`src/include/c2c_settings.svh`:
```
`ifndef C2C_SETTINGS_SVH
`define C2C_SETTINGS_SVH

// ----------------------------------------------------------------------
// Lane word geometry
// ----------------------------------------------------------------------

// One user word maps onto the 32 data bits of a lane word
`define C2C_DATA_W 32
// One K flag per lane byte
`define C2C_K_W 4

// ----------------------------------------------------------------------
// Code words and their K flag patterns
// ----------------------------------------------------------------------

// Comma K28.5 in byte 0 with 0x50 filler bytes above it
`define C2C_IDLE_WORD 32'h5050_50BC
`define C2C_IDLE_K 4'b0001
// K23.7 repeated in all four bytes
`define C2C_CC_WORD 32'hF7F7_F7F7
`define C2C_CC_K 4'b1111
// Plain data carries no K flags at all
`define C2C_DATA_K 4'b0000

// ----------------------------------------------------------------------
// Clock correction and link thresholds
// ----------------------------------------------------------------------

`define C2C_CC_PERIOD 1024
`define C2C_CC_LEN 4
`define C2C_UP_IDLES 16
`define C2C_BAD_LIMIT 4

`endif

```
`src/source/c2c_pkg.sv`:
```
`default_nettype none

`include "c2c_settings.svh"

package c2c_pkg;

  // ----------------------------------------------------------------------
  // Lane word
  // ----------------------------------------------------------------------

  // A lane word is what crosses the transceiver each user clock cycle
  // Data sits in the upper bits and the K flags below it
  // Bit i of k marks byte i of data as a control character
  typedef struct packed {
    logic [`C2C_DATA_W-1:0] data;
    logic [`C2C_K_W-1:0]    k;
  } c2c_lane_word_t;

  // ----------------------------------------------------------------------
  // Word classification
  // ----------------------------------------------------------------------

  // Kind of a received lane word as seen by the decoder
  // DATA carries a user beat and has no K flags set
  // IDLE is the comma filler word sent between beats
  // CC is one word of a clock-correction burst
  // BAD covers every K flag pattern or code data that matches none of the above
  typedef enum logic [1:0] {
    DATA = 2'd0,
    IDLE = 2'd1,
    CC   = 2'd2,
    BAD  = 2'd3
  } c2c_word_kind_e;

endpackage

`default_nettype wire

```
`src/source/c2c_link_monitor.sv`:
```
`default_nettype none

`include "c2c_settings.svh"

module c2c_link_monitor
  import c2c_pkg::*;
(
  input  wire logic     gtwiz_userclk_tx_usrclk2_int,
  input  wire logic     link_down_latched_reset_sync,
  input  wire c2c_word_kind_e i_word_kind,
  input  wire logic     i_rx_aligned,
  output logic          o_channel_up,
  output logic          o_link_reset,
  output logic          o_link_down_latched
);

  // ----------------------------------------------------------------------
  // Run counters
  // ----------------------------------------------------------------------

  // Idle run counter saturates at the link-up threshold
  localparam int unsigned IDLE_CNT_W = $clog2(`C2C_UP_IDLES + 1);
  localparam logic [IDLE_CNT_W-1:0] IDLE_MAX = IDLE_CNT_W'(`C2C_UP_IDLES);
  localparam logic [IDLE_CNT_W-1:0] IDLE_LAST = IDLE_CNT_W'(`C2C_UP_IDLES - 1);

  // Bad run counter saturates at the loss threshold
  localparam int unsigned BAD_CNT_W = $clog2(`C2C_BAD_LIMIT + 1);
  localparam logic [BAD_CNT_W-1:0] BAD_MAX = BAD_CNT_W'(`C2C_BAD_LIMIT);
  localparam logic [BAD_CNT_W-1:0] BAD_LAST = BAD_CNT_W'(`C2C_BAD_LIMIT - 1);

  logic [IDLE_CNT_W-1:0] idle_cnt;
  logic [BAD_CNT_W-1:0]  bad_cnt;
  logic                  aligned_idle;
  logic                  word_bad;
  logic                  up_event;
  logic                  loss_event;

  assign aligned_idle = i_rx_aligned & (i_word_kind == IDLE);
  assign word_bad     = (i_word_kind == BAD);

  // The last idle of the run completes it in this very cycle
  assign up_event = ~o_channel_up & aligned_idle & (idle_cnt == IDLE_LAST);

  // Loss only counts while the link is up, so a dead lane pulses reset once
  assign loss_event = o_channel_up &
                      (~i_rx_aligned | (word_bad & (bad_cnt == BAD_LAST)));

  // Alignment loss and bad words break an idle run
  // DATA and CC words leave the run where it is
  always_ff @(posedge gtwiz_userclk_tx_usrclk2_int) begin
    if (link_down_latched_reset_sync) begin
      idle_cnt <= '0;
    end else if (~i_rx_aligned | word_bad) begin
      idle_cnt <= '0;
    end else if (aligned_idle && idle_cnt != IDLE_MAX) begin
      idle_cnt <= idle_cnt + 1'b1;
    end
  end

  // Any word that is not BAD ends a bad run
  always_ff @(posedge gtwiz_userclk_tx_usrclk2_int) begin
    if (link_down_latched_reset_sync) begin
      bad_cnt <= '0;
    end else if (~word_bad | loss_event) begin
      bad_cnt <= '0;
    end else if (bad_cnt != BAD_MAX) begin
      bad_cnt <= bad_cnt + 1'b1;
    end
  end

  // ----------------------------------------------------------------------
  // Link status
  // ----------------------------------------------------------------------

  // Channel-up, the reset pulse and the latched flag all move together on loss
  // The link reset pulse lasts one cycle because loss needs channel-up high
  // The latched flag is sticky and only the reset input clears it
  always_ff @(posedge gtwiz_userclk_tx_usrclk2_int) begin
    if (link_down_latched_reset_sync) begin
      o_channel_up        <= 1'b0;
      o_link_reset        <= 1'b0;
      o_link_down_latched <= 1'b0;
    end else begin
      o_link_reset <= loss_event;
      if (loss_event) begin
        o_channel_up        <= 1'b0;
        o_link_down_latched <= 1'b1;
      end else if (up_event) begin
        o_channel_up <= 1'b1;
      end
    end
  end

endmodule

`default_nettype wire

```
`src/source/c2c_phy.sv`:
```
`default_nettype none

`include "c2c_settings.svh"

module c2c_phy
  import c2c_pkg::*;
(
  input  wire logic                   gtwiz_userclk_tx_usrclk2_int,
  input  wire logic                   link_down_latched_reset_sync,
  // User transmit stream
  input  wire logic [`C2C_DATA_W-1:0] i_tx_tdata,
  input  wire logic                   i_tx_tvalid,
  output logic                        o_tx_tready,
  // User receive stream, which has no back-pressure
  output logic [`C2C_DATA_W-1:0]      o_rx_tdata,
  output logic                        o_rx_tvalid,
  // Transceiver lane
  output logic [`C2C_DATA_W-1:0]      o_mgt_tx_data,
  output logic [`C2C_K_W-1:0]         o_mgt_tx_k,
  input  wire logic [`C2C_DATA_W-1:0] i_mgt_rx_data,
  input  wire logic [`C2C_K_W-1:0]    i_mgt_rx_k,
  input  wire logic                   i_rx_aligned,
  // Link status
  output logic                        o_channel_up,
  output logic                        o_link_reset,
  output logic                        o_link_down_latched
);

  c2c_lane_word_t tx_lane_word;
  c2c_lane_word_t rx_lane_word;
  c2c_word_kind_e word_kind;
  logic           channel_up;

  // ----------------------------------------------------------------------
  // Lane packing
  // ----------------------------------------------------------------------

  assign o_mgt_tx_data     = tx_lane_word.data;
  assign o_mgt_tx_k        = tx_lane_word.k;
  assign rx_lane_word.data = i_mgt_rx_data;
  assign rx_lane_word.k    = i_mgt_rx_k;

  // ----------------------------------------------------------------------
  // Encode, decode and status blocks
  // ----------------------------------------------------------------------

  c2c_tx_framer i_c2c_tx_framer (
    .gtwiz_userclk_tx_usrclk2_int (gtwiz_userclk_tx_usrclk2_int),
    .link_down_latched_reset_sync (link_down_latched_reset_sync),
    .i_tx_tdata                   (i_tx_tdata),
    .i_tx_tvalid                  (i_tx_tvalid),
    .o_tx_tready                  (o_tx_tready),
    .o_lane_word                  (tx_lane_word)
  );

  // The decoder gates its beats with the registered channel-up state
  c2c_rx_decoder i_c2c_rx_decoder (
    .gtwiz_userclk_tx_usrclk2_int (gtwiz_userclk_tx_usrclk2_int),
    .link_down_latched_reset_sync (link_down_latched_reset_sync),
    .i_lane_word                  (rx_lane_word),
    .i_channel_up                 (channel_up),
    .o_word_kind                  (word_kind),
    .o_rx_tdata                   (o_rx_tdata),
    .o_rx_tvalid                  (o_rx_tvalid)
  );

  c2c_link_monitor i_c2c_link_monitor (
    .gtwiz_userclk_tx_usrclk2_int (gtwiz_userclk_tx_usrclk2_int),
    .link_down_latched_reset_sync (link_down_latched_reset_sync),
    .i_word_kind                  (word_kind),
    .i_rx_aligned                 (i_rx_aligned),
    .o_channel_up                 (channel_up),
    .o_link_reset                 (o_link_reset),
    .o_link_down_latched          (o_link_down_latched)
  );

  assign o_channel_up = channel_up;

endmodule

`default_nettype wire

```
`src/source/c2c_rx_decoder.sv`:
```
`default_nettype none

`include "c2c_settings.svh"

module c2c_rx_decoder
  import c2c_pkg::*;
(
  input  wire logic                   gtwiz_userclk_tx_usrclk2_int,
  input  wire logic                   link_down_latched_reset_sync,
  input  wire c2c_lane_word_t         i_lane_word,
  input  wire logic                   i_channel_up,
  output c2c_word_kind_e              o_word_kind,
  output logic [`C2C_DATA_W-1:0]      o_rx_tdata,
  output logic                        o_rx_tvalid
);

  // ----------------------------------------------------------------------
  // Word classification
  // ----------------------------------------------------------------------

  c2c_word_kind_e word_kind;
  logic           rx_beat;

  // The K flags pick the candidate kind and the code data confirms it
  // A control word with the right flags but the wrong code byte is BAD
  // Any K pattern not listed here is BAD as well
  always_comb begin
    word_kind = BAD;
    case (i_lane_word.k)
      `C2C_DATA_K: begin
        word_kind = DATA;
      end
      `C2C_IDLE_K: begin
        if (i_lane_word.data == `C2C_IDLE_WORD) begin
          word_kind = IDLE;
        end
      end
      `C2C_CC_K: begin
        if (i_lane_word.data == `C2C_CC_WORD) begin
          word_kind = CC;
        end
      end
      default: begin
        word_kind = BAD;
      end
    endcase
  end

  // The monitor sees the kind of the word in the same cycle
  assign o_word_kind = word_kind;

  // ----------------------------------------------------------------------
  // User beat delivery
  // ----------------------------------------------------------------------

  // Only data words become beats, and only while the link is up
  // Idle and correction words are stripped here
  assign rx_beat = (word_kind == DATA) & i_channel_up;

  // Valid is control state and comes out of reset low
  always_ff @(posedge gtwiz_userclk_tx_usrclk2_int) begin
    if (link_down_latched_reset_sync) begin
      o_rx_tvalid <= 1'b0;
    end else begin
      o_rx_tvalid <= rx_beat;
    end
  end

  // The data register only loads on a delivered beat
  // It keeps the last beat between beats
  always_ff @(posedge gtwiz_userclk_tx_usrclk2_int) begin
    if (rx_beat) begin
      o_rx_tdata <= i_lane_word.data;
    end
  end

endmodule

`default_nettype wire

```
`src/source/c2c_tx_framer.sv`:
```
`default_nettype none

`include "c2c_settings.svh"

module c2c_tx_framer
  import c2c_pkg::*;
(
  input  wire logic                   gtwiz_userclk_tx_usrclk2_int,
  input  wire logic                   link_down_latched_reset_sync,
  input  wire logic [`C2C_DATA_W-1:0] i_tx_tdata,
  input  wire logic                   i_tx_tvalid,
  output logic                        o_tx_tready,
  output c2c_lane_word_t              o_lane_word
);

  // ----------------------------------------------------------------------
  // Clock-correction counter
  // ----------------------------------------------------------------------

  // The counter spans one full correction period
  localparam int unsigned CNT_W = $clog2(`C2C_CC_PERIOD);
  // Last count before the counter wraps back to zero
  localparam logic [CNT_W-1:0] CNT_LAST = CNT_W'(`C2C_CC_PERIOD - 1);
  // First count of the correction window at the end of the period
  localparam logic [CNT_W-1:0] WIN_START = CNT_W'(`C2C_CC_PERIOD - `C2C_CC_LEN);

  logic [CNT_W-1:0] cc_cnt;
  logic [CNT_W-1:0] cc_cnt_next;
  logic             cc_window;
  logic             tx_beat;
  c2c_lane_word_t   lane_word_next;

  // Free-running count from 0 to CNT_LAST
  always_comb begin
    if (cc_cnt == CNT_LAST) begin
      cc_cnt_next = '0;
    end else begin
      cc_cnt_next = cc_cnt + 1'b1;
    end
  end

  always_ff @(posedge gtwiz_userclk_tx_usrclk2_int) begin
    if (link_down_latched_reset_sync) begin
      cc_cnt <= '0;
    end else begin
      cc_cnt <= cc_cnt_next;
    end
  end

  // The window covers the last C2C_CC_LEN counts of each period
  assign cc_window = (cc_cnt >= WIN_START);

  // ----------------------------------------------------------------------
  // User handshake
  // ----------------------------------------------------------------------

  // Ready comes straight from the counter register and never looks at valid
  // The user is held off for exactly the words of the correction burst
  assign o_tx_tready = ~cc_window;

  // A beat moves when both sides agree in the same cycle
  assign tx_beat = i_tx_tvalid & o_tx_tready;

  // ----------------------------------------------------------------------
  // Lane word selection
  // ----------------------------------------------------------------------

  // Beats win over filler, and a window cycle can never carry a beat
  // Correction words are sent in the cycles that follow the window
  // Every other gap is filled with the comma idle so the receiver stays aligned
  always_comb begin
    if (tx_beat) begin
      lane_word_next.data = i_tx_tdata;
      lane_word_next.k    = `C2C_DATA_K;
    end else if (cc_window) begin
      lane_word_next.data = `C2C_CC_WORD;
      lane_word_next.k    = `C2C_CC_K;
    end else begin
      lane_word_next.data = `C2C_IDLE_WORD;
      lane_word_next.k    = `C2C_IDLE_K;
    end
  end

  // The lane output is registered so an accepted beat leaves one cycle later
  // Out of reset the lane carries an idle comma word
  always_ff @(posedge gtwiz_userclk_tx_usrclk2_int) begin
    if (link_down_latched_reset_sync) begin
      o_lane_word.data <= `C2C_IDLE_WORD;
      o_lane_word.k    <= `C2C_IDLE_K;
    end else begin
      o_lane_word <= lane_word_next;
    end
  end

endmodule

`default_nettype wire

```
`config.mk`:
```
export PLATFORM = sky130hd
export DESIGN_NAME = c2c_phy
export DESIGN_NICKNAME = d
export VERILOG_FILES = /design/src/source/c2c_pkg.sv /design/src/source/c2c_link_monitor.sv /design/src/source/c2c_phy.sv /design/src/source/c2c_rx_decoder.sv /design/src/source/c2c_tx_framer.sv
export VERILOG_INCLUDE_DIRS = /design/src /design/src/include
export SDC_FILE = /design/constraint.sdc
export NUM_CORES = 1
export LEC_CHECK = 0
export BUFFER_PORTS_ARGS = -buffer_cell sky130_fd_sc_hd__buf_2
export CAP_MARGIN = 20
export CORE_MARGIN = 4
export CORE_UTILIZATION = 50
export DETAILED_ROUTE_END_ITERATION = 8
export PLACE_DENSITY = 0.87
export SETUP_SLACK_MARGIN = 0.15
export SLEW_MARGIN = 20
export SYNTH_ARGS = -nofsm -noshare
export SYNTH_HDL_FRONTEND = slang
export SYNTH_HIERARCHICAL = 1
export SYNTH_SLANG_ARGS = --single-unit
```
`constraint.sdc`:
```
create_clock -name gtwiz_userclk_tx_usrclk2_int -period 5.8 [get_ports gtwiz_userclk_tx_usrclk2_int]
set_input_delay 0.87 -clock gtwiz_userclk_tx_usrclk2_int [delete_from_list [all_inputs] [get_ports gtwiz_userclk_tx_usrclk2_int]]
set_output_delay 0.87 -clock gtwiz_userclk_tx_usrclk2_int [all_outputs]
set_load 0.01 [all_outputs]
```
# After elaboration in Yosys (flattened, before gate mapping)

Cells that the tools add are included.

Register bits: 90

Add/sub/neg operators: 3
Magnitude comparators: 1
Bitwise gates (word level): 14
Equality and inequality tests: 11
Mux-type cells: 5
Reduce and logical (&&, ||, !) cells: 8

Operators with widths:

| cell                                                                    | count |
|---|---|
| 36-bit two-way mux                                                      | 2 |
| 32-bit by 31-bit equality test with 1-bit output, second input constant | 1 |
| 32-bit equality test, second input constant                             | 1 |
| 10-bit by 1-bit adder with 10-bit output, second input constant         | 1 |
| 10-bit equality test, second input constant                             | 1 |
| 10-bit >= comparator, second input constant                             | 1 |
| 2-bit OR reduction                                                      | 5 |
| 1-bit AND                                                               | 7 |
| 2-bit one-hot mux with 3 select lines                                   | 1 |
| 5-bit by 1-bit adder with 5-bit output, second input constant           | 1 |
| 5-bit by 4-bit equality test with 1-bit output, second input constant   | 1 |
| 5-bit != test, second input constant                                    | 1 |
| 4-bit by 1-bit equality test with 1-bit output, second input constant   | 1 |
| 4-bit equality test, second input constant                              | 1 |
| 4-bit logical NOT                                                       | 1 |
| 1-bit NOT                                                               | 4 |
| 3-bit by 1-bit adder with 3-bit output, second input constant           | 1 |
| 3-bit by 2-bit equality test with 1-bit output, second input constant   | 1 |
| 3-bit != test, second input constant                                    | 1 |
| 1-bit bitwise OR                                                        | 3 |
| 2-bit by 1-bit equality test with 1-bit output, second input constant   | 1 |
| 2-bit equality test, second input constant                              | 1 |
| 2-bit logical NOT                                                       | 1 |
| 2-bit two-way mux                                                       | 1 |
| 2 further kinds                                                         | 2 |

# Depth between registers and ports, before layout

Gate-level depths: netlist of the first run.

Depth in word-level cells: 9
Gate-level depth with buffers: 6
Mapped depth without buffers: 6

# Hierarchy

Netlist of the first run, hierarchy kept.

Modules (own cells, without submodules):

| module           | times used | area each (µm²) | cells an instance | seq. area each (µm²) |
|---|---|---|---|---|
| c2c_tx_framer    | 1          | 1,415.1         | 128               | 880.8 |
| c2c_rx_decoder   | 1          | 1,152.4         | 58                | 980.9 |
| c2c_link_monitor | 1          | 566.8           | 64                | 220.2 |

# Worst setup path after synthesis of the first run

OpenSTA, ideal clock, no wires.

Path kind: input -> register
From: in i_mgt_rx_k[1]
To: reg i_c2c_rx_decoder.o_rx_tdata[0], enable pin
Path buffers: 0
Arrival: 2.044 ns
Data required time: 5.407 ns
Slack: 3.363 ns
Stages: 2
Cells stage by stage: nor4_2 and2_1

Word-level cells in the longest chain between the ends: 4

RTL lines:

| what                                        | line                 | source |
|---|---|---|
| start, declared                             | c2c_phy.sv:21        | `` input wire logic [`C2C_K_W-1:0] i_mgt_rx_k, `` |
| 4-bit equality test (tied with other cells) | c2c_rx_decoder.sv:29 | `case (i_lane_word.k)` |
| 2-bit one-hot mux with 3 select lines *     | c2c_rx_decoder.sv:29 |  |
| 2-bit logical NOT *                         | c2c_rx_decoder.sv:58 | `assign rx_beat = (word_kind == DATA) & i_channel_up;` |
| 1-bit AND *                                 | c2c_rx_decoder.sv:58 |  |
| net i_c2c_rx_decoder.rx_beat                | c2c_rx_decoder.sv:22 | `logic rx_beat;` |
| end signal, assigned                        | c2c_rx_decoder.sv:73 | `o_rx_tdata <= i_lane_word.data;` |
| end, declared                               | c2c_rx_decoder.sv:13 | `` output logic [`C2C_DATA_W-1:0] o_rx_tdata, `` |

The timed path passes the listed nets; every way through them passes the cells marked *.
A chain may end at the register's enable or synchronous reset.

# Final worst setup path of the first run

From: in i_mgt_rx_data[11]
To: reg i_c2c_link_monitor.idle_cnt[2]

Word-level cells in the longest chain between the ends: 6

RTL lines:

| what                                                                                  | line                                           | source |
|---|---|---|
| start, declared                                                                       | c2c_phy.sv:20                                  | `` input wire logic [`C2C_DATA_W-1:0] i_mgt_rx_data, `` |
| 32-bit by 31-bit equality test with 1-bit output (no line) *                          | n/a                                            |  |
| 2-bit two-way mux *                                                                   | c2c_rx_decoder.sv:34                           | `` if (i_lane_word.data == `C2C_IDLE_WORD) begin `` |
| 2-bit one-hot mux with 3 select lines *                                               | c2c_rx_decoder.sv:29                           |  |
| net word_kind[1]                                                                      | c2c_phy.sv:31                                  | `c2c_word_kind_e word_kind;` |
| 2-bit equality test or 2-bit by 1-bit equality test with 1-bit output (tied branches) | c2c_link_monitor.sv:39, c2c_link_monitor.sv:38 |  |
| 1-bit bitwise OR or 1-bit AND (tied branches)                                         | c2c_link_monitor.sv:53, c2c_link_monitor.sv:38 |  |
| 2-bit OR reduction (no line) or 1-bit logical AND (tied branches)                     | n/a                                            |  |
| end signal, assigned                                                                  | c2c_link_monitor.sv:56                         | `idle_cnt <= idle_cnt + 1'b1;` |
| end, declared                                                                         | c2c_link_monitor.sv:31                         | `logic [IDLE_CNT_W-1:0] idle_cnt;` |

Marked as above.

==> results of run 1 <==
## cell families after synthesis
logic type	count (synthesis)	share of synthesized area
buf+inv	24	0.0323
fa+ha+maj	8	0.0319
simple gates	79	0.159
flops	88	0.664
compound gates	45	0.0946
xor+xnor	4	0.0112
mux	2	0.00639
## final timing paths
kind | startpoint | to | slack [ns] | cells after the start
worst min register to register | i_c2c_link_monitor/o_link_down_latched | i_c2c_link_monitor/o_link_down_latched | 0.46 | 2
worst max register to register | i_c2c_tx_framer/cc_cnt[2] | i_c2c_tx_framer/o_lane_word[8] | 4.06 | 3
worst min-delay path | i_c2c_link_monitor/o_link_down_latched | i_c2c_link_monitor/o_link_down_latched | 0.46 | 2
worst max-delay path | i_mgt_rx_data[11] | i_c2c_link_monitor/idle_cnt[2] | 3.27 | 7
## routing by layer
metal | routed length (µm) | part of all wire | global-route usage
met5 | 0 | 0 | 0
met2 | 3980 | 0.55 | 0.354
met4 | 118 | 0.016 | 0.0767
met3 | 497 | 0.068 | 0.0388
met1 | 2690 | 0.37 | 0.211
## critical path, delay by kind of cell
family	cells	cell delay, ns
buf+inv	1	0.10
compound gates	2	0.45
simple gates	4	1.38
## cells in the mapped netlist (2+ instances only)
cell      count
nand3_1      10
nand4_1       6
ha_1          8
dfxtp_1      56
or3_1         2
nor2_1        9
and2b_1       2
xnor2_1       3
or4_1         2
and3_1        4
buf_4         2
a21o_1       18
edfxtp_1     32
mux2i_1       2
nor4_1        5
or3_2         3
inv_1        17
nand2_1       7
nor3_1        4
nand4b_1      3
a21oi_1      12
or2_2        11
clkbuf_1      2
o21ai_0       8
buf_2         2
## flip-flops by register name, summed over array words and instances, names as in the netlist
register	flops
i_c2c_link_monitor/bad_cnt	3
i_c2c_link_monitor/o_channel_up	1
i_c2c_link_monitor/o_link_down_latched	1
i_c2c_rx_decoder/o_rx_tvalid	1
i_c2c_link_monitor/o_link_reset	1
i_c2c_tx_framer/cc_cnt	10
i_c2c_link_monitor/idle_cnt	5
i_c2c_rx_decoder/o_rx_tdata	32
i_c2c_tx_framer/o_lane_word	34
## power by group through the flow
stage	registers [mW]	clock network, mW	logic, mW
2_1_floorplan	0.678	0	0.0303
3_3_place_gp	0.673	0	0.0775
3_5_place_dp	0.674	0	0.0817
4_1_cts	0.660	0.392	0.0822
5_1_grt	0.661	0.416	0.0916
6_report	0.660	0.384	0.0817
## final cells by class
class	count	area share
Sequential cell	88	0.506
Multi-Input combinational cell	138	0.234
Timing Repair Buffer	146	0.179
Clock buffer	9	0.0301
Tap cell	75	0.0228
Inverter	17	0.0155
Clock inverter	7	0.0128
==> results.md, run 1 <==
- Synth cell types: 45
- Largest net degree at the start of global routing: 33
- Synthesized netlist net count: 330
- Worst slew margin: 0.412
- CTS H-Tree Depth: 3
- Clock Path Buffers: 2
- Routed wire per std cell: 15.2 µm
- Pre-CTS setup slack: 2.92 ns
- GRT Total Usage: 0.191
- Combinational power share: 0.073
- Fin area: 0.00411 mm²
- Die Wd: 87.2 µm
- Minimum clock period: 2.53 ns
- Initial DRC Count: 137
- FF+latch count, synth: 88
- Die height: 87.2 µm
- Largest area contributor in the netlist: dfxtp_1
- Worst path slowest cell: or4_1
- CP max FO: 6
- GPL Wtd Cong: 0.835
- Slew @ Worst Pin: 0.873 ns
- Drt first pass iters: 4
- Period Utilization, post-route: 0.436
- P_int: 0.854 mW
- Clock root cell: clkbuf_8
- N_diodes: 0
- IO buf count: 144
- NumNets Final: 480
- CTS tree: built
- Vias: 2457
- Global route overflow: 0
- Max Slew Vio Count: 0
- Core Util, Final: 0.687
- Clock share of power: 0.341
- Hold Path Class: flop to flop
- PostCTS Resize Cnt: 0
- Most frequent cells in the layout: buf_2, dfxtp_1, edfxtp_1
- Most common cell after layout, fill and taps aside: buf_2
- Post-synth top area share: 0.358
- Post-Syn Instances: 250
- P per Cell Area: 273 mW/mm²
- Final WL: 7.29 mm
- Crit start category: input pin
- Max VDD drop: 0.178 mV
- Sequential power share: 0.586
- Multi-input logic area: 962 µm²
- Status: finished clean
- Number of synthesized flops with an enable pin: 32
- Clk_skew: 0.00967 ns
- Share of layout cells above drive strength 1: 0.449
- Clk sinks: 88
- Mapped Area: 0.00313 mm²
- Core Region: 0.00599 mm²
- Setup_tns: 0 ns
- Initial core utilization: 0.523
- Cts bufs inserted: 9
- Layout Cells excl Fill: 480
- Register area: 0.00208 mm²
- CP Capture Type: flop
- Syn. warnings: 6
- Fmax achieved: 0.396 GHz
- Max-cap viol count: 0
- Number of setup violations in the final report: 0
- Final Hold Fails: 0
- Asr flop ratio synth: 0
- Top cells by area, synth: dfxtp_1, edfxtp_1, a21o_1, ha_1, or2_2
- Hpwl dp: 5.68 mm
- Min Hold Slack: 0.457 ns
- CP Class: input pin to flop
- DP Cell Count: 464
- Row count: 28
- Worst-path clk slew: 0.08 ns
- Total Die Area: 0.00760 mm²
- Sequential cell area fraction in the yosys report: 0.664
- Routed Antenna Nets: 0
- DP Area: 0.00393 mm²
- Residual DRC: 0
- LEAKAGE: 1.93 nW
- Ys flop type: dfxtp_1
- Setup ws final: 3.27 ns
- Critical Path Max Stage Delay: 0.49 ns
- Total power: 1.12 mW
- Syn_area_per_cell: 12.5 µm²
- Sw Ratio: 0.241
- Hold-fix buffers, CTS: 0
- IO Count: 145
- Vias in the first global route: 2427
- WP data arrival: 2.80 ns
- First-pass GRT wire length: 11.2 mm
- Skew-Pair Late Insertion Delay: 0.35 ns
- Filler instances: 452
- Setup Buffers After CTS: 0
- Syn-to-layout area delta: 31.3%
- Initial antenna violation count: 0
- Vias per cell: 5.12
- CP cell instances: buf_2 -> nand4b_1 -> nor4_1 -> a41oi_1 -> nand3b_4 -> or4_1 -> a21oi_1
- Worst path required time: 6.07 ns
- P_sw: 0.271 mW
- RSZ-0062 raised after global routing: false
Note: power is estimated with default switching activity, not from simulation.
==> run 2: changes to the inputs <==
--- a/config.mk
+++ b/config.mk
@@ -9,9 +9,9 @@
 export BUFFER_PORTS_ARGS = -buffer_cell sky130_fd_sc_hd__buf_2
 export CAP_MARGIN = 20
 export CORE_MARGIN = 4
-export CORE_UTILIZATION = 50
+export CORE_UTILIZATION = 42
 export DETAILED_ROUTE_END_ITERATION = 8
-export PLACE_DENSITY = 0.87
+export PLACE_DENSITY = 0.78
 export SETUP_SLACK_MARGIN = 0.15
 export SLEW_MARGIN = 20
 export SYNTH_ARGS = -nofsm -noshare
==> constraint.sdc (replaced) <==
create_clock -name gtwiz_userclk_tx_usrclk2_int -period 2.1 [get_ports gtwiz_userclk_tx_usrclk2_int]
set_input_delay 0.315 -clock gtwiz_userclk_tx_usrclk2_int [delete_from_list [all_inputs] [get_ports gtwiz_userclk_tx_usrclk2_int]]
set_output_delay 0.315 -clock gtwiz_userclk_tx_usrclk2_int [all_outputs]
set_load 0.01 [all_outputs]
==> run 2 against run 1 <==
Largest power group unchanged. Cell area rose by 3.0%. Register-to-register slack worse by 3.5 ns. Via count shrank 0.98%. Non-clock buffer count up 5. Core utilization fell by 10 points. Largest cell class unchanged. Clock power grew to 3.3 times the previous value.
==> results.md, run 2 (same netlist as run 1, synthesis figures left out) <==
- Status: finished clean
- Total power: 3.33 mW
- Row count: 31
- Min Hold Slack: 0.144 ns
- WP buf/inv: 1
- CTS tree: built
- Setup_tns: 0 ns
- IO Count: 145
- Reg2Reg Capture Point: i_c2c_tx_framer/cc_cnt[4]
- Initial DRC Count: 87
- N_diodes: 0
- Worst reg2reg setup slack: 0.55 ns
- CTS H-Tree Depth: 3
- Routed wire per std cell: 14.6 µm
- Setup Buffers After CTS: 0
- Levels on crit path: 3
- Clock root cell: clkbuf_8
- Slew @ Worst Pin: 0.684 ns
- Register-to-Register Path Depth: 4
- Core Region: 0.00725 mm²
- GRT Total Usage: 0.158
- IO buf count: 144
- LEAKAGE: 1.97 nW
- Hold Path Class: input pin to flop
- Share of layout cells above drive strength 1: 0.456
- PostCTS Resize Cnt: 0
- Vias per cell: 4.78
- GPL Wtd Cong: 0.731
- Final WL: 7.45 mm
- CP cell instances: nand4_1 -> or2_2 -> buf_2
- P per Cell Area: 785 mW/mm²
- Crit start category: flop
- Most common cell after layout, fill and taps aside: buf_2
- Global route overflow: 0
- Period Utilization, post-route: 0.881
- WP data arrival: 1.54 ns
- Residual DRC: 0
- CP max FO: 5
- Vias in the first global route: 2320
- Max-cap viol count: 0
- Fmax achieved: 0.540 GHz
- Largest register by flop count: i_c2c_tx_framer/o_lane_word
- Initial antenna violation count: 0
- Die height: 94.4 µm
- Hold depth: 2
- Hold-fix buffers, CTS: 0
- Minimum clock period: 1.85 ns
- Vias: 2433
- Final Hold Fails: 0
- Number of setup violations in the final report: 0
- Clk sinks: 88
- Clk_skew: 0.0112 ns
- Hold path start: i_tx_tdata[7]
- Initial core utilization: 0.432
- Most frequent cells in the layout: buf_2, dfxtp_1, edfxtp_1
- Skew-Pair Late Insertion Delay: 0.35 ns
- CP Class: flop to output port
- Die Wd: 94.4 µm
- CP Capture Type: output port
- Reg2reg start: i_c2c_tx_framer/cc_cnt[0]
- Worst-path clk slew: 0.09 ns
- Clock Path Buffers: 2
- Cts bufs inserted: 9
- Filler instances: 595
- Worst path required time: 1.78 ns
- Critical Path Max Stage Delay: 0.43 ns
- Worst slew margin: 0.541
- Total Die Area: 0.00891 mm²
- Origin of the worst setup path: i_c2c_tx_framer/cc_cnt[2]
- Critical Path End: o_tx_tready
- Largest net degree at the start of global routing: 34
- Drt first pass iters: 4
- Max Slew Vio Count: 0
- CP delay by family, top: simple AND/OR/NAND/NOR gates
- Hpwl dp: 5.77 mm
- Worst path slowest cell: dfxtp_1
- First-pass GRT wire length: 10.9 mm
- Syn-to-layout area delta: 35.2%
- NumNets Final: 485
- Max reg flops: 34
- Max VDD drop: 0.417 mV
- Routed Antenna Nets: 0
- RSZ-0062 raised after global routing: false
- Leading registers by flop count: i_c2c_tx_framer/o_lane_word x34, i_c2c_rx_decoder/o_rx_tdata x32, i_c2c_tx_framer/cc_cnt x10
run 2: through the flow:
stage | area (µm²) | util | setup WS [ns] | cells
floorplan | 3130 | - | 0.218 | 250
global placement | 4010 | 0.553 | 0.0612 | 493
detailed placement | 4010 | 0.553 | 0.0421 | 493
CTS | 4240 | 0.584 | 0.244 | 509
global route | 4240 | 0.584 | 0.155 | 509
finish | 4240 | 0.584 | 0.250 | 509
run 2: cell type report:
class	instances	area, µm²	share of cell area
inverters	17	63.8	0.0151
well taps	99	124	0.0292
clock buffers	10	149	0.0351
flip-flops and latches	88	2080	0.491
clock inverters	6	76.3	0.0180
repair buffers	151	786	0.185
multi-input cells	138	956	0.226
run 2: layer usage:
layer | routed length (µm) | up-vias | GRT usage
met4 | 174 | 0 | 0.0806
met5 | 0 | - | 0
met1 | 3050 | 1121 | 0.185
met2 | 3690 | 91 | 0.272
li1 | - | 1210 | -
met3 | 540 | 11 | 0.0319
run 2: worst min path at each step:
stage	endpoint	slack, ns
2_1_floorplan	i_c2c_link_monitor/o_link_down_latched	0.38
3_5_place_dp	i_c2c_link_monitor/o_link_down_latched	0.45
5_1_grt	i_c2c_tx_framer/o_lane_word[18]	0.13
6_report	i_c2c_tx_framer/o_lane_word[11]	0.14
4_1_cts	i_c2c_tx_framer/o_lane_word[16]	0.13
3_3_place_gp	i_c2c_link_monitor/o_link_down_latched	0.44
run 2: worst reg2reg max path, delay by kind of cell (launching register included):
kind	cells	cell delay, ns
and+or+nand+nor	1	0.10
adders and majority gates	1	0.23
AOI/OAI and AO/OA	1	0.62
DFF	1	0.40
buffers and inverters	1	0.06
run 2: power by group:
part	total [mW]	switching, mW	internal, mW	leakage (nW)
Clock	1.27	0.627	0.648	0.117
Sequential	1.82	0.0194	1.80	0.746
Combinational	0.230	0.116	0.114	1.10
==> run 3: changes to the inputs <==
--- a/config.mk
+++ b/config.mk
@@ -11,8 +11,8 @@
 export CORE_MARGIN = 4
 export CORE_UTILIZATION = 42
 export DETAILED_ROUTE_END_ITERATION = 8
-export PLACE_DENSITY = 0.78
-export SETUP_SLACK_MARGIN = 0.15
+export PLACE_DENSITY_LB_ADDON = 0.2
+export SETUP_SLACK_MARGIN = 0.02
 export SLEW_MARGIN = 20
 export SYNTH_ARGS = -nofsm -noshare
 export SYNTH_HDL_FRONTEND = slang
==> run 3 against run 2 <==
Core utilization down 0.29 points. First-iteration DRC count down 9.2%. Critical path depth unchanged. Critical endpoint unchanged. Total power down 4.5%. Wire length down 6.8%. Clock skew down 0.0029 ns. Flip-flop and latch count unchanged. Via count down 2.8%. Die area unchanged. Largest cell class unchanged. Final cell count up 0.20%.
==> results.md, run 3 (same netlist as run 1, synthesis figures left out) <==
- Met2 usage: 0.261
- Met1 Use GR: 0.162
- Fin area: 0.00422 mm²
- Clock root cell: clkbuf_8
- GRT Total Usage: 0.146
- CP max FO: 5
- N_diodes: 0
- Total Die Area: 0.00891 mm²
- CTS tree: built
- Max VDD drop: 0.418 mV
- Initial core utilization: 0.432
- Hold-fix buffers, CTS: 0
- PostCTS Resize Cnt: 0
- Share of layout cells above drive strength 1: 0.455
- Vias in the first global route: 2217
- Global route overflow: 0
- Worst-path clk slew: 0.09 ns
- Min Hold Slack: 0.142 ns
- Most common cell after layout, fill and taps aside: buf_2
- Total power: 3.18 mW
- Initial DRC Count: 79
- P per Cell Area: 754 mW/mm²
- CTS H-Tree Depth: 3
- Number of setup violations in the final report: 0
- Drt first pass iters: 4
- Top Usage Layer GRT: met2
- Clock Path Buffers: 2
- Clk sinks: 88
- CP cell instances: nand4_1 -> or2_2 -> buf_2
- LEAKAGE: 1.96 nW
- Syn-to-layout area delta: 34.5%
- Cts bufs inserted: 9
- Final Hold Fails: 0
- Met3 Use GR: 0.0390
- Routed wire per std cell: 13.6 µm
- GPL Wtd Cong: 0.729
- Routed Antenna Nets: 0
- Period Utilization, post-route: 0.865
- Die height: 94.4 µm
- Leading registers by flop count: i_c2c_tx_framer/o_lane_word x34, i_c2c_rx_decoder/o_rx_tdata x32, i_c2c_tx_framer/cc_cnt x10
- Largest register by flop count: i_c2c_tx_framer/o_lane_word
- Worst path required time: 1.78 ns
- Vias per cell: 4.64
- Worst path slowest cell: dfxtp_1
- IO buf count: 144
- CP Capture Type: output port
- Vias: 2366
- NumNets Final: 486
- Row count: 31
- Final WL: 6.94 mm
- Residual DRC: 0
- IO Count: 145
- WP data arrival: 1.50 ns
- Slew @ Worst Pin: 0.658 ns
- Fmax achieved: 0.550 GHz
- Setup Buffers After CTS: 0
- CP Class: flop to output port
- Clk_skew: 0.00836 ns
- Hpwl dp: 5.39 mm
- Status: finished clean
- DP Area: 0.00402 mm²
- Largest net degree at the start of global routing: 34
- CP delay by family, top: simple AND/OR/NAND/NOR gates
- Initial antenna violation count: 0
- Max-cap viol count: 0
- Die Wd: 94.4 µm
- Critical Path Max Stage Delay: 0.43 ns
- Hold Path Class: input pin to flop
- Core Region: 0.00725 mm²
- Worst slew margin: 0.558
- Skew-Pair Late Insertion Delay: 0.35 ns
- Crit start category: flop
- WP buf/inv: 1
- First-pass GRT wire length: 10.1 mm
- Max reg flops: 34
- RSZ-0062 raised after global routing: false
- Max Slew Vio Count: 0
- Minimum clock period: 1.82 ns
- Most frequent cells in the layout: buf_2, dfxtp_1, edfxtp_1
run 3: layout make-up:
type	instances	area, µm²
clock buffer	11	153
clock inverter	5	43.8
fill	649	3040
inverter	17	63.8
multi-input combinational	138	956
sequential	88	2080
tap	99	124
timing repair buffer	152	793
run 3: where the power goes:
part	internal [mW]	switching (mW)	leakage, nW
combinational	0.114	0.111	1.11
sequential	1.80	0.0183	0.746
clock	0.523	0.610	0.102
total	2.44	0.739	1.96
run 3: stage by stage:
stage          cells  worst slack (ns)  setup TNS, ns  utilization
5_1_grt          510             0.157              0        0.581
2_1_floorplan    250             0.218              0            -
6_report         510             0.283              0        0.581
3_5_place_dp     494           -0.0341        -0.0476        0.554
3_3_place_gp     494            0.0157              0        0.554
4_1_cts          510             0.261              0        0.581
run 3: path summary, 6_finish.rpt:
path,depth (start not counted),start,slack (ns),end
max,3,i_c2c_tx_framer/cc_cnt[2],0.28,o_tx_tready
min,2,i_tx_tdata[14],0.14,i_c2c_tx_framer/o_lane_word[18]
max reg2reg,4,i_c2c_tx_framer/cc_cnt[0],0.55,i_c2c_tx_framer/cc_cnt[3]
min reg2reg,2,i_c2c_link_monitor/o_link_down_latched,0.46,i_c2c_link_monitor/o_link_down_latched
run 3: per-layer routing:
layer	routed length (µm)	part of all wire	up-vias
met2	3600	0.52	66
met1	2720	0.39	1077
met3	534	0.077	8
met4	91	0.013	0
li1	-	-	1215
met5	0	0	-
